--- src/design/rv_pipe_pkg.sv ---
`default_nettype none

package rv_pipe_pkg;

    // ========================================================================
    // widths and encodings
    // ========================================================================
    localparam int xlen       = 64;
    localparam int reg_addr_w = 5;

    localparam logic [6:0] opc_op     = 7'b0110011;
    localparam logic [6:0] opc_op_imm = 7'b0010011;

    localparam logic [2:0] f3_add_sub = 3'b000;
    localparam logic [2:0] f3_slt     = 3'b010;
    localparam logic [2:0] f3_xor     = 3'b100;
    localparam logic [2:0] f3_or      = 3'b110;
    localparam logic [2:0] f3_and     = 3'b111;

    localparam logic [6:0] f7_base = 7'b0000000;
    localparam logic [6:0] f7_alt  = 7'b0100000;

    // ========================================================================
    // instruction word, seen as R-type or I-type
    // ========================================================================
    typedef struct packed {
        logic [6:0]            funct7;
        logic [reg_addr_w-1:0] rs2;
        logic [reg_addr_w-1:0] rs1;
        logic [2:0]            funct3;
        logic [reg_addr_w-1:0] rd;
        logic [6:0]            opcode;
    } instr_r_t;

    typedef struct packed {
        logic [11:0]           imm12;
        logic [reg_addr_w-1:0] rs1;
        logic [2:0]            funct3;
        logic [reg_addr_w-1:0] rd;
        logic [6:0]            opcode;
    } instr_i_t;

    typedef union packed {
        instr_r_t r;
        instr_i_t i;
    } instr_u;

    typedef enum logic [2:0] {
        alu_add,
        alu_sub,
        alu_and,
        alu_or,
        alu_xor,
        alu_slt
    } alu_op_e;

    // ========================================================================
    // pipeline payloads
    // ========================================================================
    typedef struct packed {
        logic [reg_addr_w-1:0] rs1;
        logic [reg_addr_w-1:0] rs2;
        logic [reg_addr_w-1:0] rd;
        alu_op_e               alu_op;
        logic                  use_imm;
        logic [xlen-1:0]       imm;
        logic                  wen;
    } dec_t;

    typedef enum logic [1:0] {
        src_rf,
        src_ex,
        src_mem,
        src_wb
    } fwd_sel_e;

    typedef struct packed {
        fwd_sel_e a;
        fwd_sel_e b;
    } fwd_t;

    typedef struct packed {
        logic                  valid;
        logic                  wen;
        logic [reg_addr_w-1:0] rd;
        logic [xlen-1:0]       result;
    } stage_t;

endpackage

`default_nettype wire

--- src/design/operand_mux.sv ---
`timescale 1ns/1ns
`default_nettype none

module operand_mux
    import rv_pipe_pkg::*;
(
    input  fwd_t            fwd,
    input  logic [xlen-1:0] rf_a,
    input  logic [xlen-1:0] rf_b,
    input  logic [xlen-1:0] ex_res,
    input  logic [xlen-1:0] mem_res,
    input  logic [xlen-1:0] wb_res,
    output logic [xlen-1:0] opa,
    output logic [xlen-1:0] opb
);

    function automatic logic [xlen-1:0] steer(
        input fwd_sel_e        sel,
        input logic [xlen-1:0] rf,
        input logic [xlen-1:0] from_ex,
        input logic [xlen-1:0] from_mem,
        input logic [xlen-1:0] from_wb
    );
        logic [xlen-1:0] v;
        case (sel)
            src_ex:  v = from_ex;
            src_mem: v = from_mem;
            src_wb:  v = from_wb;
            default: v = rf;
        endcase
        return v;
    endfunction

    // each operand has its own select.
    assign opa = steer(fwd.a, rf_a, ex_res, mem_res, wb_res);
    assign opb = steer(fwd.b, rf_b, ex_res, mem_res, wb_res);

endmodule

`default_nettype wire

--- config.mk ---
export PLATFORM = sky130hd
export DESIGN_NAME = operand_mux
export DESIGN_NICKNAME = d
export VERILOG_FILES = /design/src/design/rv_pipe_pkg.sv /design/src/design/operand_mux.sv
export SDC_FILE = /design/constraint.sdc
export NUM_CORES = 1
export LEC_CHECK = 0
export BUFFER_PORTS_ARGS = -buffer_cell sky130_fd_sc_hd__buf_2
export CORE_AREA = 2 2 173 175
export DETAILED_ROUTE_END_ITERATION = 10
export DIE_AREA = 0 0 175 177
export PLACE_DENSITY_LB_ADDON = 0.1
export SLEW_MARGIN = 20
export SYNTH_ARGS = -nofsm -noshare
export SYNTH_HDL_FRONTEND = slang
export SYNTH_SLANG_ARGS = --single-unit
--- constraint.sdc ---
create_clock -name vclk -period 1.67
set_input_delay 0.4175 -clock vclk [all_inputs]
set_output_delay 0.4175 -clock vclk [all_outputs]
set_load 0.1 [all_outputs]
==> flow_summary_export.csv <==
group,metric,value,unit
status,status,"finished with violations",
status,violations,"setup timing",
setup_path,start_kind,"input port",
finish,n_clock_buffer,0,
global_routing,grt_max_degree,36,
finish,num-fill-cells,3026,
power,ir_worst_vdd,0.000257,V
hold_path,min_path_type,"input port to primary output",
setup_path,cp_cell_sequence,"buf_16, buf_16, buf_12, mux4_2, buf_12",
floorplan,die_h,177,µm
yosys,avgSynthCellArea,20.8,µm²
timing,setup_viol,128,
job,cap_violations,0,
finish,nFlopsAndLatches,0,
finish,final_cells,1008,
detailed_routing,drtPass1Iterations,4,
hold_path,whs_path_depth,3,
setup_path,cp-end-kind,"primary output",
yosys,synth_cell_types,6,
yosys,yosysWarnings,0,
setup_path,cpMaxStageDelayCell,"mux4_2",
setup_path,crit_buf_inv,4,
yosys,syn_area,3250,µm²
detailed_routing,routedWlPerCell,19.9,µm
timing,drv_slew,0,
floorplan,io-pin-count,452,
detailed_routing,drc,0,
power,power_density,648,nW/µm²
global_routing,grt_usage,12.0,%
timing,setup_tns,-31800,ps
floorplan,initial_utilization,11.1,%
setup_path,critPathRequiredTime,1250,ps
placement,hpwl,16900,µm
floorplan,die_w,175,µm
finish,layout-drive-gt1-share,100,%
timing,finalHoldViolCount,0,
setup_path,crit_type,"input port to primary output",
detailed_routing,first_iter_violations,69,
power,p_leak,3.50,nW
timing,layout_setup_ws,-306,ps
timing,rsz0062_at_grt,"yes",
timing,tightest_slew,255,ps
detailed_routing,wl,20000,µm
timing,max_slew_margin,83.0,%
finish,nets,942,
timing,fin_crit,1980,ps
global_routing,antenna_found_initial,2,
yosys,synth_fp_nets,480,
detailed_routing,antenna_left,0,
detailed_routing,via_per_inst,4.02,
floorplan,core_area,29200,µm²
floorplan,rows,63,
global_routing,grt_pass1_wl,28600,µm
setup_path,cp.arrival,1560,ps
finish,seqCellArea,0,µm²
placement,place_congestion,0.888,
placement,place_inst,993,
setup_path,critPathMaxStageDelay,530,ps
placement,io_buffers,452,
timing,post-route-period-util,118,%
timing,fmax,0.506,GHz
yosys,yosysSeqAreaShare,0,%
global_routing,grt_pass1_vias,4707,
setup_path,path_depth,5,
global_routing,overflow,0,
detailed_routing,vias,4049,
setup_path,critPathTopFamily,"buffers and inverters",
finish,syn_to_final_growth,144,%
yosys,syn_inst,156,
setup_path,crit_fanout,7,
floorplan,fp.dieArea,31000,µm²
==> logic make-up (layout without fill, tap and decap cells) <==
family / Yosys count / in the layout / synth area share (%)
multiplexers: 128 / 128 / 89.7
other: 0 / 2 / 0
buffers and inverters: 28 / 488 / 10.3
==> placed cells by master (no fill, tap or decap) <==
master / count
buf_4: 5
buf_2: 321
buf_16: 8
mux4_2: 128
buf_8: 5
buf_6: 42
buf_12: 107
diode_2: 2
==> routing by layer <==
metal | track usage (%) | share of wire [%]
met5 | 0 | 0
met3 | 2.38 | 7.4
met2 | 26.5 | 61
met1 | 11.6 | 31
met4 | 0.938 | 0.88
==> synthesized netlist by cell type <==
| library cell | n | area [µm²] |
|---|---|---|
| mux4_2 | 120 | 2700 |
| buf_12 | 12 | 240 |
| buf_2 | 12 | 60.1 |
| mux4_1 | 8 | 210 |
| buf_6 | 2 | 22.5 |
| clkbuf_2 | 2 | 10.0 |
==> final timing paths <==
kind / from / to / slack (ps)
worst max-delay path: fwd[0] / opb[63] / -310
worst min-delay path: rf_a[13] / opa[13] / 1330
==> repair_timing <==
action                     in CTS  in global routing
buffers inserted                8                  2
setup endpoints to repair     128                128
resized for setup             113                  8
pin swaps                       0                  0
gates cloned                    6                  0
hold buffers                    0                  0
==> through the flow <==
step / utilization (%) / cell area [µm²] / setup WS (ps) / total power [W] / hold WS [ps]
CTS: 27.2 / 7960 / -331 / 0.00520 / 1340
global route: 27.1 / 7930 / -351 / 0.00529 / 1340
floorplan: - / 3230 / -222 / 0.00321 / 1400
global placement: 25.0 / 7310 / -414 / 0.00490 / 1330
detailed placement: 25.0 / 7310 / -446 / 0.00491 / 1340
finish: 27.1 / 7930 / -306 / 0.00514 / 1330
==> power breakdown <==
group          switching (W)     internal, W       total (W)
Clock                      0  0.000000000160  0.000000000160
Sequential                 0               0               0
Combinational        0.00318         0.00196         0.00514
==> final cells by class <==
class | count | area [µm²] | area share [%]
repair buffers | 488 | 4550 | 57.4
multi-input cells | 128 | 2880 | 36.4
diodes | 2 | 5.00 | 0.0631
well taps | 390 | 488 | 6.15
Note: power is estimated with default switching activity, not from simulation.
