## src/design/rv_pipe_pkg.sv

```systemverilog
`default_nettype none

package rv_pipe_pkg;

    // ========================================================================
    // widths and encodings
    // ========================================================================
    localparam int xlen       = 64;
    localparam int reg_addr_w = 5;

    localparam logic [6:0] opc_op     = 7'b0110011;
    localparam logic [6:0] opc_op_imm = 7'b0010011;

    localparam logic [2:0] f3_add_sub = 3'b000;
    localparam logic [2:0] f3_slt     = 3'b010;
    localparam logic [2:0] f3_xor     = 3'b100;
    localparam logic [2:0] f3_or      = 3'b110;
    localparam logic [2:0] f3_and     = 3'b111;

    localparam logic [6:0] f7_base = 7'b0000000;
    localparam logic [6:0] f7_alt  = 7'b0100000;

    // ========================================================================
    // instruction word, seen as R-type or I-type
    // ========================================================================
    typedef struct packed {
        logic [6:0]            funct7;
        logic [reg_addr_w-1:0] rs2;
        logic [reg_addr_w-1:0] rs1;
        logic [2:0]            funct3;
        logic [reg_addr_w-1:0] rd;
        logic [6:0]            opcode;
    } instr_r_t;

    typedef struct packed {
        logic [11:0]           imm12;
        logic [reg_addr_w-1:0] rs1;
        logic [2:0]            funct3;
        logic [reg_addr_w-1:0] rd;
        logic [6:0]            opcode;
    } instr_i_t;

    typedef union packed {
        instr_r_t r;
        instr_i_t i;
    } instr_u;

    typedef enum logic [2:0] {
        alu_add,
        alu_sub,
        alu_and,
        alu_or,
        alu_xor,
        alu_slt
    } alu_op_e;

    // ========================================================================
    // pipeline payloads
    // ========================================================================
    typedef struct packed {
        logic [reg_addr_w-1:0] rs1;
        logic [reg_addr_w-1:0] rs2;
        logic [reg_addr_w-1:0] rd;
        alu_op_e               alu_op;
        logic                  use_imm;
        logic [xlen-1:0]       imm;
        logic                  wen;
    } dec_t;

    typedef enum logic [1:0] {
        src_rf,
        src_ex,
        src_mem,
        src_wb
    } fwd_sel_e;

    typedef struct packed {
        fwd_sel_e a;
        fwd_sel_e b;
    } fwd_t;

    typedef struct packed {
        logic                  valid;
        logic                  wen;
        logic [reg_addr_w-1:0] rd;
        logic [xlen-1:0]       result;
    } stage_t;

endpackage

`default_nettype wire

```

## src/design/id_decode.sv

```systemverilog
`timescale 1ns/1ns
`default_nettype none

module id_decode
    import rv_pipe_pkg::*;
(
    input  instr_u instr,
    output dec_t   dec
);

    always_comb begin
        dec        = '0;
        dec.alu_op = alu_add;
        case (instr.r.opcode)
            opc_op: begin
                dec.rs1 = instr.r.rs1;
                dec.rs2 = instr.r.rs2;
                dec.rd  = instr.r.rd;
                dec.wen = 1'b1;
                case ({instr.r.funct7, instr.r.funct3})
                    {f7_base, f3_add_sub}: dec.alu_op = alu_add;
                    {f7_alt,  f3_add_sub}: dec.alu_op = alu_sub;
                    {f7_base, f3_slt}:     dec.alu_op = alu_slt;
                    {f7_base, f3_xor}:     dec.alu_op = alu_xor;
                    {f7_base, f3_or}:      dec.alu_op = alu_or;
                    {f7_base, f3_and}:     dec.alu_op = alu_and;
                    default:               dec.wen    = 1'b0;
                endcase
            end
            opc_op_imm: begin
                // rs2 stays zero so operand b never picks up a false match.
                dec.rs1     = instr.i.rs1;
                dec.rd      = instr.i.rd;
                dec.use_imm = 1'b1;
                dec.imm     = {{(xlen-12){instr.i.imm12[11]}}, instr.i.imm12};
                dec.wen     = 1'b1;
                case (instr.i.funct3)
                    f3_add_sub: dec.alu_op = alu_add;
                    f3_xor:     dec.alu_op = alu_xor;
                    f3_or:      dec.alu_op = alu_or;
                    f3_and:     dec.alu_op = alu_and;
                    default:    dec.wen    = 1'b0;
                endcase
            end
            default: begin
                // unknown opcode still flows down the pipe, without a write.
                dec.rd = instr.r.rd;
            end
        endcase
    end

endmodule

`default_nettype wire

```

## config.mk

```make
export PLATFORM = sky130hd
export DESIGN_NAME = id_decode
export DESIGN_NICKNAME = d
export VERILOG_FILES = /design/src/design/rv_pipe_pkg.sv /design/src/design/id_decode.sv
export SDC_FILE = /design/constraint.sdc
export NUM_CORES = 1
export LEC_CHECK = 0
export BUFFER_PORTS_ARGS = -buffer_cell sky130_fd_sc_hd__buf_2
export CAP_MARGIN = 40
export CORE_AREA = 8 8 60 57
export DETAILED_ROUTE_END_ITERATION = 10
export DIE_AREA = 0 0 68 65
export GPL_ROUTABILITY_DRIVEN = 0
export MAX_ROUTING_LAYER = met4
export PLACE_DENSITY = 0.95
export SLEW_MARGIN = 20
export SYNTH_ARGS = -nofsm -noshare
export SYNTH_HDL_FRONTEND = slang
export SYNTH_SLANG_ARGS = --single-unit
```

## constraint.sdc

```tcl
create_clock -name vclk -period 6.98
set_input_delay 1.396 -clock vclk [all_inputs]
set_output_delay 1.396 -clock vclk [all_outputs]
set_load 0.05 [all_outputs]
```

==> metrics.yaml <==
drt_iter0_markers: 8
final_core_util: 0.379
synthCells: 109
worstPathCellList: "buf_2 > nor4b_1 > nand3_1 > nor2_1 > and2_1 > buf_8 > buf_2"
finalCriticalPeriod_ps: 5000
max_stage_delay_ps: 520
dieArea_um2: 4420
status: "finished, final reports clean"
holdCritStartpoint: "instr[7]"
cp_data_required_time_ps: 5580
rsz0062_at_grt: "false"
ys_seq_area_frac: 0
slew_viol_final: 0
clock_buffers: 0
total_power_mw: 0.0228
die_h_um: 65
cap_viol_max_count: 0
max-vdd-ir-drop_mv: 0.0156
cts_setup_buffers: 0
hp-class: "in -> out"
io_buffers: 106
ys_types: 22
initial_utilization: 0.320
core_um2: 2380
ctsResizeCount: 0
syn_area_um2: 763
final_nets: 190
grt_pass1_wl_mm: 3.22
final_cell_mix: "buf_2, and2_1, and3_1, nor2_1, nand2_1"
syn_to_final_growth_pct: 18.4
placed_cell_area_um2: 903
cts_hold_buf: 0
min_path_cells: 0
die_w_um: 68
min_delay_worst_endpoint: "dec[69]"
cp-end-kind: "output pin"
ant_nets: 0
viasPerCell: 4.34
seq_cell_count: 0
fillers: 259
synth_top_area_share: 0.561
relSlewSlack: 0.592
regArea_um2: 0
fmax_ghz: 0.200
io_pins: 116
arrival_ps: 3600
routed_wl_mm: 2.44
hold_ws_ps: 2790
first_global_vias: 751
finalCritPeriodShare: 0.716
rows: 17
synth.area.top_cells: "buf_4, and2_1, and3_1"
dr.pass1.iters: 4
hold_violations: 0
synth-warning-count: 0
avgSynthCellArea_um2: 7.00
setup_viol: 0
power_density_nw_per_um2: 25.2
grt_max_degree: 38
num_vias: 799
final_common_cell: "buf_2"
dpl.hpwl_mm: 2.21
crit_type: "in -> out"
post_drt_wl_per_cell_um: 13.2
synth_largest_area_cell: "buf_4"
cp_common_cell: "buf_2"
postLayoutCellArea_um2: 903
drc: 0
crit_fanout: 37
grt_remaining_overflow: 0
p_leak_nw: 0.691
crit_path_top_delay_cell: "nor2_1"
grtUsageTotal: 0.0874
antenna_found_initial: 0
cp-start-kind: "input port"
diodes: 0
tightest_slew_ps: 610
drive_above_1_share: 0.724
syn-num-nets: 141
fin_setup_tns_ps: 0
power breakdown:
| part | switching [mW] | leakage, nW | internal (mW) |
|---|---|---|---|
| Sequential | 0 | 0 | 0 |
| Clock | 0 | 0 | 0 |
| Combinational | 0.0137 | 0.691 | 0.00904 |
| Total | 0.0137 | 0.691 | 0.00904 |
through the flow:
stage | cells | setup slack [ps]
after floorplan | 109 | 1460
after global placement | 183 | 1690
after detailed placement | 184 | 1930
after CTS | 184 | 1930
after global routing | 184 | 1720
final | 184 | 1980
worst max-delay path: cells and delay by family:
kind,cells,cell delay [ps]
and+or+nand+nor,4,1580
buffers and inverters,3,620
Yosys cell counts:
cell type and n:
nand3_1 1, a32oi_1 1, o2111ai_1 1, nand2_1 4
or4_4 1, nor4b_1 1, a31oi_1 1, and2_1 16
nor3_2 2, nor2b_1 3, or2_2 1, o41ai_2 1
and2_2 1, and3_1 6, o41ai_1 2, a21o_1 1
buf_2 1, clkbuf_1 2, nor2_1 4, nand3b_1 1
nor3_1 1, buf_4 57
area by class of cell:
| cell class | count | area, um^2 | area share |
|---|---|---|---|
| Tap cell | 28 | 35.0 | 0.0388 |
| Timing Repair Buffer | 107 | 546 | 0.604 |
| Multi-Input combinational cell | 49 | 323 | 0.357 |
routing by layer:
| metal | routed length [um] | part of all wire | vias to the layer above | GRT usage |
|---|---|---|---|---|
| li1 | - | - | 398 | - |
| met1 | 928 | 0.38 | 313 | 0.106 |
| met2 | 947 | 0.39 | 88 | 0.150 |
| met3 | 560 | 0.23 | 0 | 0.0206 |
| met4 | 0 | 0 | 0 | 0 |
| met5 | 0 | 0 | - | - |
kinds of logic after synthesis:
family | Yosys count | synth area share
compound gates | 7 | 0.0853
buf+inv | 60 | 0.577
simple gates | 42 | 0.338
how the worst max path moves through the flow:
stage                     slack, ps      end      from
final                          1980  dec[31]  instr[6]
after CTS                      1930  dec[18]  instr[6]
after global routing           1720  dec[29]  instr[6]
after floorplan                1460  dec[13]  instr[6]
after detailed placement       1930  dec[18]  instr[6]
after global placement         1690  dec[12]  instr[6]
(Power assumes the default switching activity.)
