### config.mk
export PLATFORM = sky130hd
export DESIGN_NAME = fwd_ctrl
export DESIGN_NICKNAME = d
export VERILOG_FILES = /design/src/design/rv_pipe_pkg.sv /design/src/design/fwd_ctrl.sv
export SDC_FILE = /design/constraint.sdc
export NUM_CORES = 1
export LEC_CHECK = 0
export BUFFER_PORTS_ARGS = -buffer_cell sky130_fd_sc_hd__buf_2
export CAP_MARGIN = 20
export CORE_AREA = 2 2 87 89
export DETAILED_ROUTE_END_ITERATION = 10
export DIE_AREA = 0 0 89 91
export SLEW_MARGIN = 20
export SYNTH_ARGS = -nofsm -noshare
export SYNTH_HDL_FRONTEND = slang
export SYNTH_SLANG_ARGS = --single-unit
### constraint.sdc
create_clock -name vclk -period 2.9
set_clock_uncertainty 0.1 [all_clocks]
set_input_delay 0.58 -clock vclk [all_inputs]
set_output_delay 0.58 -clock vclk [all_outputs]
set_load 0.01 [all_outputs]
### src/design/rv_pipe_pkg.sv
`default_nettype none

package rv_pipe_pkg;

    // ========================================================================
    // widths and encodings
    // ========================================================================
    localparam int xlen       = 64;
    localparam int reg_addr_w = 5;

    localparam logic [6:0] opc_op     = 7'b0110011;
    localparam logic [6:0] opc_op_imm = 7'b0010011;

    localparam logic [2:0] f3_add_sub = 3'b000;
    localparam logic [2:0] f3_slt     = 3'b010;
    localparam logic [2:0] f3_xor     = 3'b100;
    localparam logic [2:0] f3_or      = 3'b110;
    localparam logic [2:0] f3_and     = 3'b111;

    localparam logic [6:0] f7_base = 7'b0000000;
    localparam logic [6:0] f7_alt  = 7'b0100000;

    // ========================================================================
    // instruction word, seen as R-type or I-type
    // ========================================================================
    typedef struct packed {
        logic [6:0]            funct7;
        logic [reg_addr_w-1:0] rs2;
        logic [reg_addr_w-1:0] rs1;
        logic [2:0]            funct3;
        logic [reg_addr_w-1:0] rd;
        logic [6:0]            opcode;
    } instr_r_t;

    typedef struct packed {
        logic [11:0]           imm12;
        logic [reg_addr_w-1:0] rs1;
        logic [2:0]            funct3;
        logic [reg_addr_w-1:0] rd;
        logic [6:0]            opcode;
    } instr_i_t;

    typedef union packed {
        instr_r_t r;
        instr_i_t i;
    } instr_u;

    typedef enum logic [2:0] {
        alu_add,
        alu_sub,
        alu_and,
        alu_or,
        alu_xor,
        alu_slt
    } alu_op_e;

    // ========================================================================
    // pipeline payloads
    // ========================================================================
    typedef struct packed {
        logic [reg_addr_w-1:0] rs1;
        logic [reg_addr_w-1:0] rs2;
        logic [reg_addr_w-1:0] rd;
        alu_op_e               alu_op;
        logic                  use_imm;
        logic [xlen-1:0]       imm;
        logic                  wen;
    } dec_t;

    typedef enum logic [1:0] {
        src_rf,
        src_ex,
        src_mem,
        src_wb
    } fwd_sel_e;

    typedef struct packed {
        fwd_sel_e a;
        fwd_sel_e b;
    } fwd_t;

    typedef struct packed {
        logic                  valid;
        logic                  wen;
        logic [reg_addr_w-1:0] rd;
        logic [xlen-1:0]       result;
    } stage_t;

endpackage

`default_nettype wire

### src/design/fwd_ctrl.sv
`timescale 1ns/1ns
`default_nettype none

module fwd_ctrl
    import rv_pipe_pkg::*;
(
    input  logic [reg_addr_w-1:0] rs1,
    input  logic [reg_addr_w-1:0] rs2,
    input  stage_t                ex,
    input  stage_t                mem,
    input  stage_t                wb,
    output fwd_t                  fwd
);

    // a stage can supply rs only if it will really write that register.
    function automatic logic hit(
        input stage_t                s,
        input logic [reg_addr_w-1:0] rs
    );
        return s.valid && s.wen && (s.rd == rs) && (rs != '0);
    endfunction

    // newest producer wins.
    function automatic fwd_sel_e pick(
        input logic [reg_addr_w-1:0] rs,
        input stage_t                s_ex,
        input stage_t                s_mem,
        input stage_t                s_wb
    );
        fwd_sel_e sel;
        if (hit(s_ex, rs)) begin
            sel = src_ex;
        end else if (hit(s_mem, rs)) begin
            sel = src_mem;
        end else if (hit(s_wb, rs)) begin
            sel = src_wb;
        end else begin
            sel = src_rf;
        end
        return sel;
    endfunction

    always_comb begin
        fwd.a = pick(rs1, ex, mem, wb);
        fwd.b = pick(rs2, ex, mem, wb);
    end

endmodule

`default_nettype wire

==> metrics.md <==
| Metric | Value |
|---|---|
| Seq_cells | `0` |
| Count of different cell masters after synthesis | `23` |
| Register area share after synthesis | `0%` |
| Ports | `227` |
| Maxcap violations | `0` |
| Critical Path, Cell by Cell | `buf_2, nor3_2, and2_4, or4_4, a21boi_1, buf_2` |
| Wire per inst | `9.69 um` |
| Synth Net Count | `286` |
| Starting Density | `6.35%` |
| Final hold vios | `0` |
| Num rows | `31` |
| Gp weighted congestion | `0.742` |
| CP Capture Type | `primary output` |
| Slowest stage delay, CP | `0.53 ns` |
| Max Transition Viols Final | `0` |
| Area delta synth->final | `66.6%` |
| Fillcell total | `854` |
| Post-Syn Area | `453 um^2` |
| Dpl cell area | `752 um^2` |
| Layout cells sized above 1 | `39.8%` |
| Power density over the cells | `115 mW/mm^2` |
| DRC viols | `0` |
| F_max | `405 MHz` |
| Slowest CP cell | `or4_4` |
| Critical Path RT | `2.22 ns` |
| Status | `finished, final reports clean` |
| Most used cell, CP | `buf_2` |
| Post-Syn Instances | `63` |
| GR Util met3 | `2.27%` |
| Met1 usage | `5.82%` |
| Grt met2 use | `7.15%` |
| Final wirelength | `1.92 mm` |
| CP Max Fanout | `4` |
| # resized after CTS | `0` |
| Worst Max-Slew Pin Slew | `0.309 ns` |
| Vias per cell | `2.98` |
| Critical path class | `input port to primary output` |
| Port Buffers | `35` |
| GRT overflow | `0` |
| Dpl hpwl | `1.75 mm` |
| Setup bufs post-CTS | `0` |
| DR vias | `590` |
| Mean Syn Cell Area | `7.19 um^2` |
| Leak | `0.311 nW` |
| Peak supply drop | `13.9 uV` |
| Number of global-route vias before repair | `586` |
| Clock buf count | `0` |
| Setup TNS | `0 ns` |
| DIE WIDTH | `89 um` |
| Pre-antenna DRT Iters | `3` |
| RSZ-0062 raised after global routing | `false` |
| Final setup fails | `0` |
| First-pass GRT wire length | `2.88 mm` |
| Gr busiest metal | `met2` |
| Total Nets Final | `323` |
| CTS hold repair buffers | `0` |
| Slew headroom | `79.2%` |
| Design Area, Final | `754 um^2` |
| Worst setup SP type | `input port` |
| Final ANT Viol Nets | `0` |
| Worst Hold Class | `input port to primary output` |
| Period minus WS final | `2.47 ns` |
| Area occupied by registers | `0 um^2` |
| Gr usage total | `4.52%` |
| Critical path data arrival time | `1.79 ns` |
| Die height | `91 um` |
| Initial antenna violation count | `3` |
| Die area | `0.00810 mm^2` |
| Largest net degree at the start of global routing | `6` |
| CORE AREA | `0.00714 mm^2` |
| Drt first-iter violations | `14` |
| Ys Warns | `0` |
| Final worst path period share | `85.2%` |
==> synth_stat cells (2+ instances only) <==
master,instances,share of area (%)
nand2_1,5,4.1
xor2_1,12,23
a221oi_1,2,3.9
nor2_1,6,5.0
nand4_1,4,5.5
inv_1,4,3.3
xnor2_1,14,27
==> layout by cell type, fill, tap and decap left out, types with 2 or more instances in the layout <==
cell,count
buf_2,35
xnor2_1,14
xor2_1,12
nor2_1,6
nand2_1,5
nand4_1,4
inv_1,4
a221oi_1,2
==> logic make-up (layout without fill, tap and decap cells) <==
| logic type | Yosys count | in the layout | share of synthesized area, % |
|---|---|---|---|
| AO/OA/AOI/OAI | 9 | 9 | 16.3 |
| XOR/XNOR | 26 | 26 | 50.3 |
| other | 0 | 1 | 0 |
| buffers and inverters | 4 | 39 | 3.31 |
| AND/OR/NAND/NOR | 24 | 24 | 30.1 |
==> report_power, final <==
part / switching [W] / total [W] / internal (W) / leakage [nW]
Clock: 0 / 0.0000000000461 / 0.0000000000461 / 0.00000634
Combinational: 0.0000435 / 0.0000866 / 0.0000431 / 0.311
Sequential: 0 / 0 / 0 / 0
Total: 0.0000435 / 0.0000866 / 0.0000431 / 0.311
==> per-stage QoR <==
step	hold slack (ns)	worst slack [ns]	utilization, %	power, W	std cells
6_report	1.54	0.429	10.6	0.0000866	198
5_1_grt	1.60	0.313	10.5	0.0000974	197
4_1_cts	1.55	0.431	10.5	0.0000873	197
3_5_place_dp	1.55	0.432	10.5	0.0000868	197
3_3_place_gp	1.55	0.440	10.5	0.0000851	197
2_1_floorplan	1.28	0.705	-	0.0000424	63
==> path summary, 6_finish.rpt <==
check              start  endpoint  slack (ns)  cells after the start
setup / recovery  rs2[0]    fwd[1]        0.43                      6
hold / removal    wb[64]    fwd[2]        1.54                      5
==> routing by layer <==
metal  vias up  wire, um
met3         4       265
met2        26       768
met1       258       855
met4         4         2
li1        298         -
met5         -        27
==> layout make-up <==
cell class	instances	area, um^2	share of cell area [%]
Antenna cell	1	2.50	0.332
Inverter	4	15.0	1.99
Multi-Input combinational cell	59	438	58.0
Tap cell	99	124	16.4
Timing Repair Buffer	35	175	23.2
==> worst max-delay path: cells and delay by family <==
| kind | cells | cell delay [ns] |
|---|---|---|
| AOI/OAI and AO/OA | 1 | 0.16 |
| buffers and inverters | 2 | 0.31 |
| and+or+nand+nor | 3 | 0.75 |
Note: power is estimated with default switching activity, not from simulation.
