$ cat src/design/rv_pipe_pkg.sv
`default_nettype none

package rv_pipe_pkg;

    // ========================================================================
    // widths and encodings
    // ========================================================================
    localparam int xlen       = 64;
    localparam int reg_addr_w = 5;

    localparam logic [6:0] opc_op     = 7'b0110011;
    localparam logic [6:0] opc_op_imm = 7'b0010011;

    localparam logic [2:0] f3_add_sub = 3'b000;
    localparam logic [2:0] f3_slt     = 3'b010;
    localparam logic [2:0] f3_xor     = 3'b100;
    localparam logic [2:0] f3_or      = 3'b110;
    localparam logic [2:0] f3_and     = 3'b111;

    localparam logic [6:0] f7_base = 7'b0000000;
    localparam logic [6:0] f7_alt  = 7'b0100000;

    // ========================================================================
    // instruction word, seen as R-type or I-type
    // ========================================================================
    typedef struct packed {
        logic [6:0]            funct7;
        logic [reg_addr_w-1:0] rs2;
        logic [reg_addr_w-1:0] rs1;
        logic [2:0]            funct3;
        logic [reg_addr_w-1:0] rd;
        logic [6:0]            opcode;
    } instr_r_t;

    typedef struct packed {
        logic [11:0]           imm12;
        logic [reg_addr_w-1:0] rs1;
        logic [2:0]            funct3;
        logic [reg_addr_w-1:0] rd;
        logic [6:0]            opcode;
    } instr_i_t;

    typedef union packed {
        instr_r_t r;
        instr_i_t i;
    } instr_u;

    typedef enum logic [2:0] {
        alu_add,
        alu_sub,
        alu_and,
        alu_or,
        alu_xor,
        alu_slt
    } alu_op_e;

    // ========================================================================
    // pipeline payloads
    // ========================================================================
    typedef struct packed {
        logic [reg_addr_w-1:0] rs1;
        logic [reg_addr_w-1:0] rs2;
        logic [reg_addr_w-1:0] rd;
        alu_op_e               alu_op;
        logic                  use_imm;
        logic [xlen-1:0]       imm;
        logic                  wen;
    } dec_t;

    typedef enum logic [1:0] {
        src_rf,
        src_ex,
        src_mem,
        src_wb
    } fwd_sel_e;

    typedef struct packed {
        fwd_sel_e a;
        fwd_sel_e b;
    } fwd_t;

    typedef struct packed {
        logic                  valid;
        logic                  wen;
        logic [reg_addr_w-1:0] rd;
        logic [xlen-1:0]       result;
    } stage_t;

endpackage

`default_nettype wire

$ cat src/design/exec_alu.sv
`timescale 1ns/1ns
`default_nettype none

module exec_alu
    import rv_pipe_pkg::*;
(
    input  alu_op_e         op,
    input  logic [xlen-1:0] a,
    input  logic [xlen-1:0] b,
    output logic [xlen-1:0] y
);

    logic            lt;
    logic [xlen-1:0] sum;
    logic [xlen-1:0] diff;

    // add and sub wrap at 64 bits.
    assign sum  = a + b;
    assign diff = a - b;
    assign lt   = $signed(a) < $signed(b);

    always_comb begin
        case (op)
            alu_add: begin
                y = sum;
            end
            alu_sub: begin
                y = diff;
            end
            alu_and: begin
                y = a & b;
            end
            alu_or: begin
                y = a | b;
            end
            alu_xor: begin
                y = a ^ b;
            end
            alu_slt: begin
                y = {{(xlen-1){1'b0}}, lt};
            end
            default: begin
                y = '0;
            end
        endcase
    end

endmodule

`default_nettype wire

$ cat config.mk
export PLATFORM = sky130hd
export DESIGN_NAME = exec_alu
export DESIGN_NICKNAME = d
export VERILOG_FILES = /design/src/design/rv_pipe_pkg.sv /design/src/design/exec_alu.sv
export SDC_FILE = /design/constraint.sdc
export NUM_CORES = 1
export LEC_CHECK = 0
export BUFFER_PORTS_ARGS = -buffer_cell sky130_fd_sc_hd__buf_4
export CAP_MARGIN = 10
export CORE_MARGIN = 4
export CORE_UTILIZATION = 35
export DETAILED_ROUTE_END_ITERATION = 6
export SKIP_LAST_GASP = 1
export SYNTH_ARGS = -nofsm -noshare
export SYNTH_HDL_FRONTEND = slang
export SYNTH_SLANG_ARGS = --single-unit
$ cat constraint.sdc
create_clock -name vclk -period 3.7
set_clock_uncertainty 0.1 [all_clocks]
set_input_delay 0.555 -clock vclk [all_inputs]
set_output_delay 0.555 -clock vclk [all_outputs]
set_load 0.01 [all_outputs]
==> flow_metrics.env <==
export IMPL_finalNetCount=3072
export IMPL_yosysWarnings=0
export IMPL_drv_cap=0
export IMPL_violations="negative setup slack"
export IMPL_holdBufCountCts=0
export IMPL_slew_viol_final=0
export IMPL_fin_crit_sh_pct=113
export IMPL_cp_max_fo=2
export IMPL_final_cells=3178
export IMPL_hp_class="in2out"
export IMPL_port_buffers=195
export IMPL_antenna_left=0
export IMPL_critPathArrivalTime_ns=3.52
export IMPL_crit_path_frequent_cell="or3_4"
export IMPL_tightest_slew_ns=0.639
export IMPL_grt_pass1_wl_um=103000
export IMPL_synthesis_instances=1907
export IMPL_vias=18700
export IMPL_start_util_pct=35.8
export IMPL_rsz0062_at_grt="yes"
export IMPL_slew_headroom_pct=57.4
export IMPL_setup_violations=51
export IMPL_synthesis_area_um2=11800
export IMPL_layout_commonest_cell="buf_4"
export IMPL_drt_wl_total_um=70200
export IMPL_outcome="finished with violations"
export IMPL_setup_tns_ns=-14.18
export IMPL_power_density_nw_per_um2=182
export IMPL_die_width_um=191
export IMPL_design_seq_count=0
export IMPL_ys_seq_area_share_pct=0
export IMPL_period_minus_slack_ns=4.17
export IMPL_worst_path_largest_cell_delay_ns=0.43
export IMPL_min_path_cells=3
export IMPL_syn_nets=2241
export IMPL_antenna_found_initial=0
export IMPL_routed_via_density=5.88
export IMPL_gp_congestion=1.00
export IMPL_grt_remaining_overflow=0
export IMPL_syn_to_final_growth_pct=93.7
export IMPL_cp_required_ns=3.04
export IMPL_p_leak_uw=0.0104
export IMPL_first_pass_iters=6
export IMPL_drive_gt1_share_pct=51.6
export IMPL_drtIter0Drc=1310
export IMPL_dp_hpwl_um=52700
export IMPL_routedWlPerCell_um=22.1
export IMPL_dpl_cell_count=3056
export IMPL_final_cell_mix="buf_4 (796), nand2_1 (157), a21oi_1 (156)"
export IMPL_core_um2=32900
export IMPL_avgSynthCellArea_um2=6.17
export IMPL_nFillCells=2763
export IMPL_irDropWorstVdd_mv=0.0900
export IMPL_hold_violations=0
export IMPL_cp_slowest_cell="or3_4"
export IMPL_setup_worst_path_class="in2out"
export IMPL_grt_pass1_vias=18200
export IMPL_holdWs_ns=1.42
export IMPL_whs_endpoint="y[46]"
export IMPL_cp_start_kind="input pin"
export IMPL_regArea_um2=0
export IMPL_synth_cell_types=82
export IMPL_n_antenna_cell=0
export IMPL_num_io_pins=195
export IMPL_worstSetupEndpointType="primary output"
export IMPL_nClkBuffers=0
export IMPL_min_delay_start="op[1]"
export IMPL_dieArea_um2=36600
export IMPL_setup_ws_ns=-0.475
export IMPL_drc=0
export IMPL_fmax_mhz=240
export IMPL_gr_usage_all_layers_pct=35.0
export IMPL_std_cell_rows=66
export IMPL_grt_max_degree=105
export IMPL_cp_cell_sequence="buf_4 -> inv_2 -> ha_4 -> or2_4 -> or3_4 -> or3_4 -> a211oi_4 -> o31ai_4 -> and2_4 -> or4_4 -> o2111a_1 -> nor2_2 -> buf_6"
export IMPL_dieHeight_um=191
-- worst max-delay path: cells and delay by family --
family / cells / cell delay [ns]
AO/OA/AOI/OAI: 3 / 0.69
adder cells (fa/ha/maj): 1 / 0.19
AND/OR/NAND/NOR: 6 / 1.77
buffers and inverters: 3 / 0.30
-- metrics by stage --
step                      total power (µW)  util, %  worst slack [ns]  instance area [µm²]
after floorplan                       1450        -           -0.0289                11800
after global placement                3080     55.2            -0.902                18100
after detailed placement              3100     55.2            -0.941                18100
after CTS                             3710     64.8            -0.477                21300
after global routing                  4360     69.4            -0.539                22800
final                                 4140     69.4            -0.475                22800
-- layer usage --
layer | wire length, µm | vias to the layer above | global-route usage [%]
met5 | 0 | - | 0
met3 | 5230 | 206 | 3.45
met2 | 33300 | 966 | 61.4
met1 | 28800 | 8918 | 45.3
met4 | 2900 | 0 | 10.4
li1 | - | 8589 | -
-- where the power goes --
part | internal (µW) | switching [µW] | total (µW)
combinational | 1980 | 2160 | 4140
clock | 0 | 0 | 0
sequential | 0 | 0 | 0
-- cell type report --
cell class | count | area [µm²] | share of cell area, %
inverters | 206 | 865 | 3.79
multi-input cells | 1584 | 13600 | 59.6
repair buffers | 946 | 7790 | 34.2
well taps | 442 | 553 | 2.43
-- worst max path at each step --
| stage | start | slack (ns) | cells past startpoint | end |
|---|---|---|---|---|
| floorplan | b[40] | -0.03 | 11 | y[63] |
| global placement | a[0] | -0.90 | 17 | y[46] |
| detailed placement | a[0] | -0.94 | 18 | y[54] |
| CTS | a[38] | -0.48 | 16 | y[63] |
| global route | b[6] | -0.54 | 18 | y[55] |
| finish | a[40] | -0.47 | 13 | y[63] |
-- kinds of logic (layout without fill, tap and decap cells) --
logic type	after synthesis	in the layout	share of synthesized area (%)
compound gates	737	737	40.2
mux	7	7	0.712
fa+ha+maj	203	203	21.7
simple gates	605	605	24.4
buf+inv	323	1152	10.6
xor+xnor	32	32	2.38
-- repair_timing --
action | in CTS | in global routing
gates resized for setup | 596 | 259
setup buffers | 89 | 57
setup endpoints to repair | 52 | 54
pin swaps | 186 | 171
cloned | 0 | 2
-- cell usage after synthesis (all sizes together), types with 18 or more instances --
| master | instances | area [µm²] |
|---|---|---|
| o211ai | 27 | 203 |
| nand4 | 31 | 194 |
| a21o | 28 | 210 |
| a21oi | 214 | 1070 |
| nand3 | 54 | 270 |
| o21a | 18 | 135 |
| clkbuf | 82 | 308 |
| nand2 | 173 | 649 |
| ha | 201 | 2510 |
| a31oi | 25 | 156 |
| xnor2 | 30 | 263 |
| o21ai | 163 | 816 |
| nor3 | 68 | 345 |
| o21bai | 38 | 285 |
| o22ai | 25 | 156 |
| buf | 35 | 161 |
| o31ai | 37 | 278 |
| a211oi | 21 | 163 |
| nor4 | 27 | 175 |
| nor2b | 25 | 156 |
| nor2 | 152 | 571 |
| inv | 203 | 762 |
Power figures use the tool's default switching activity.
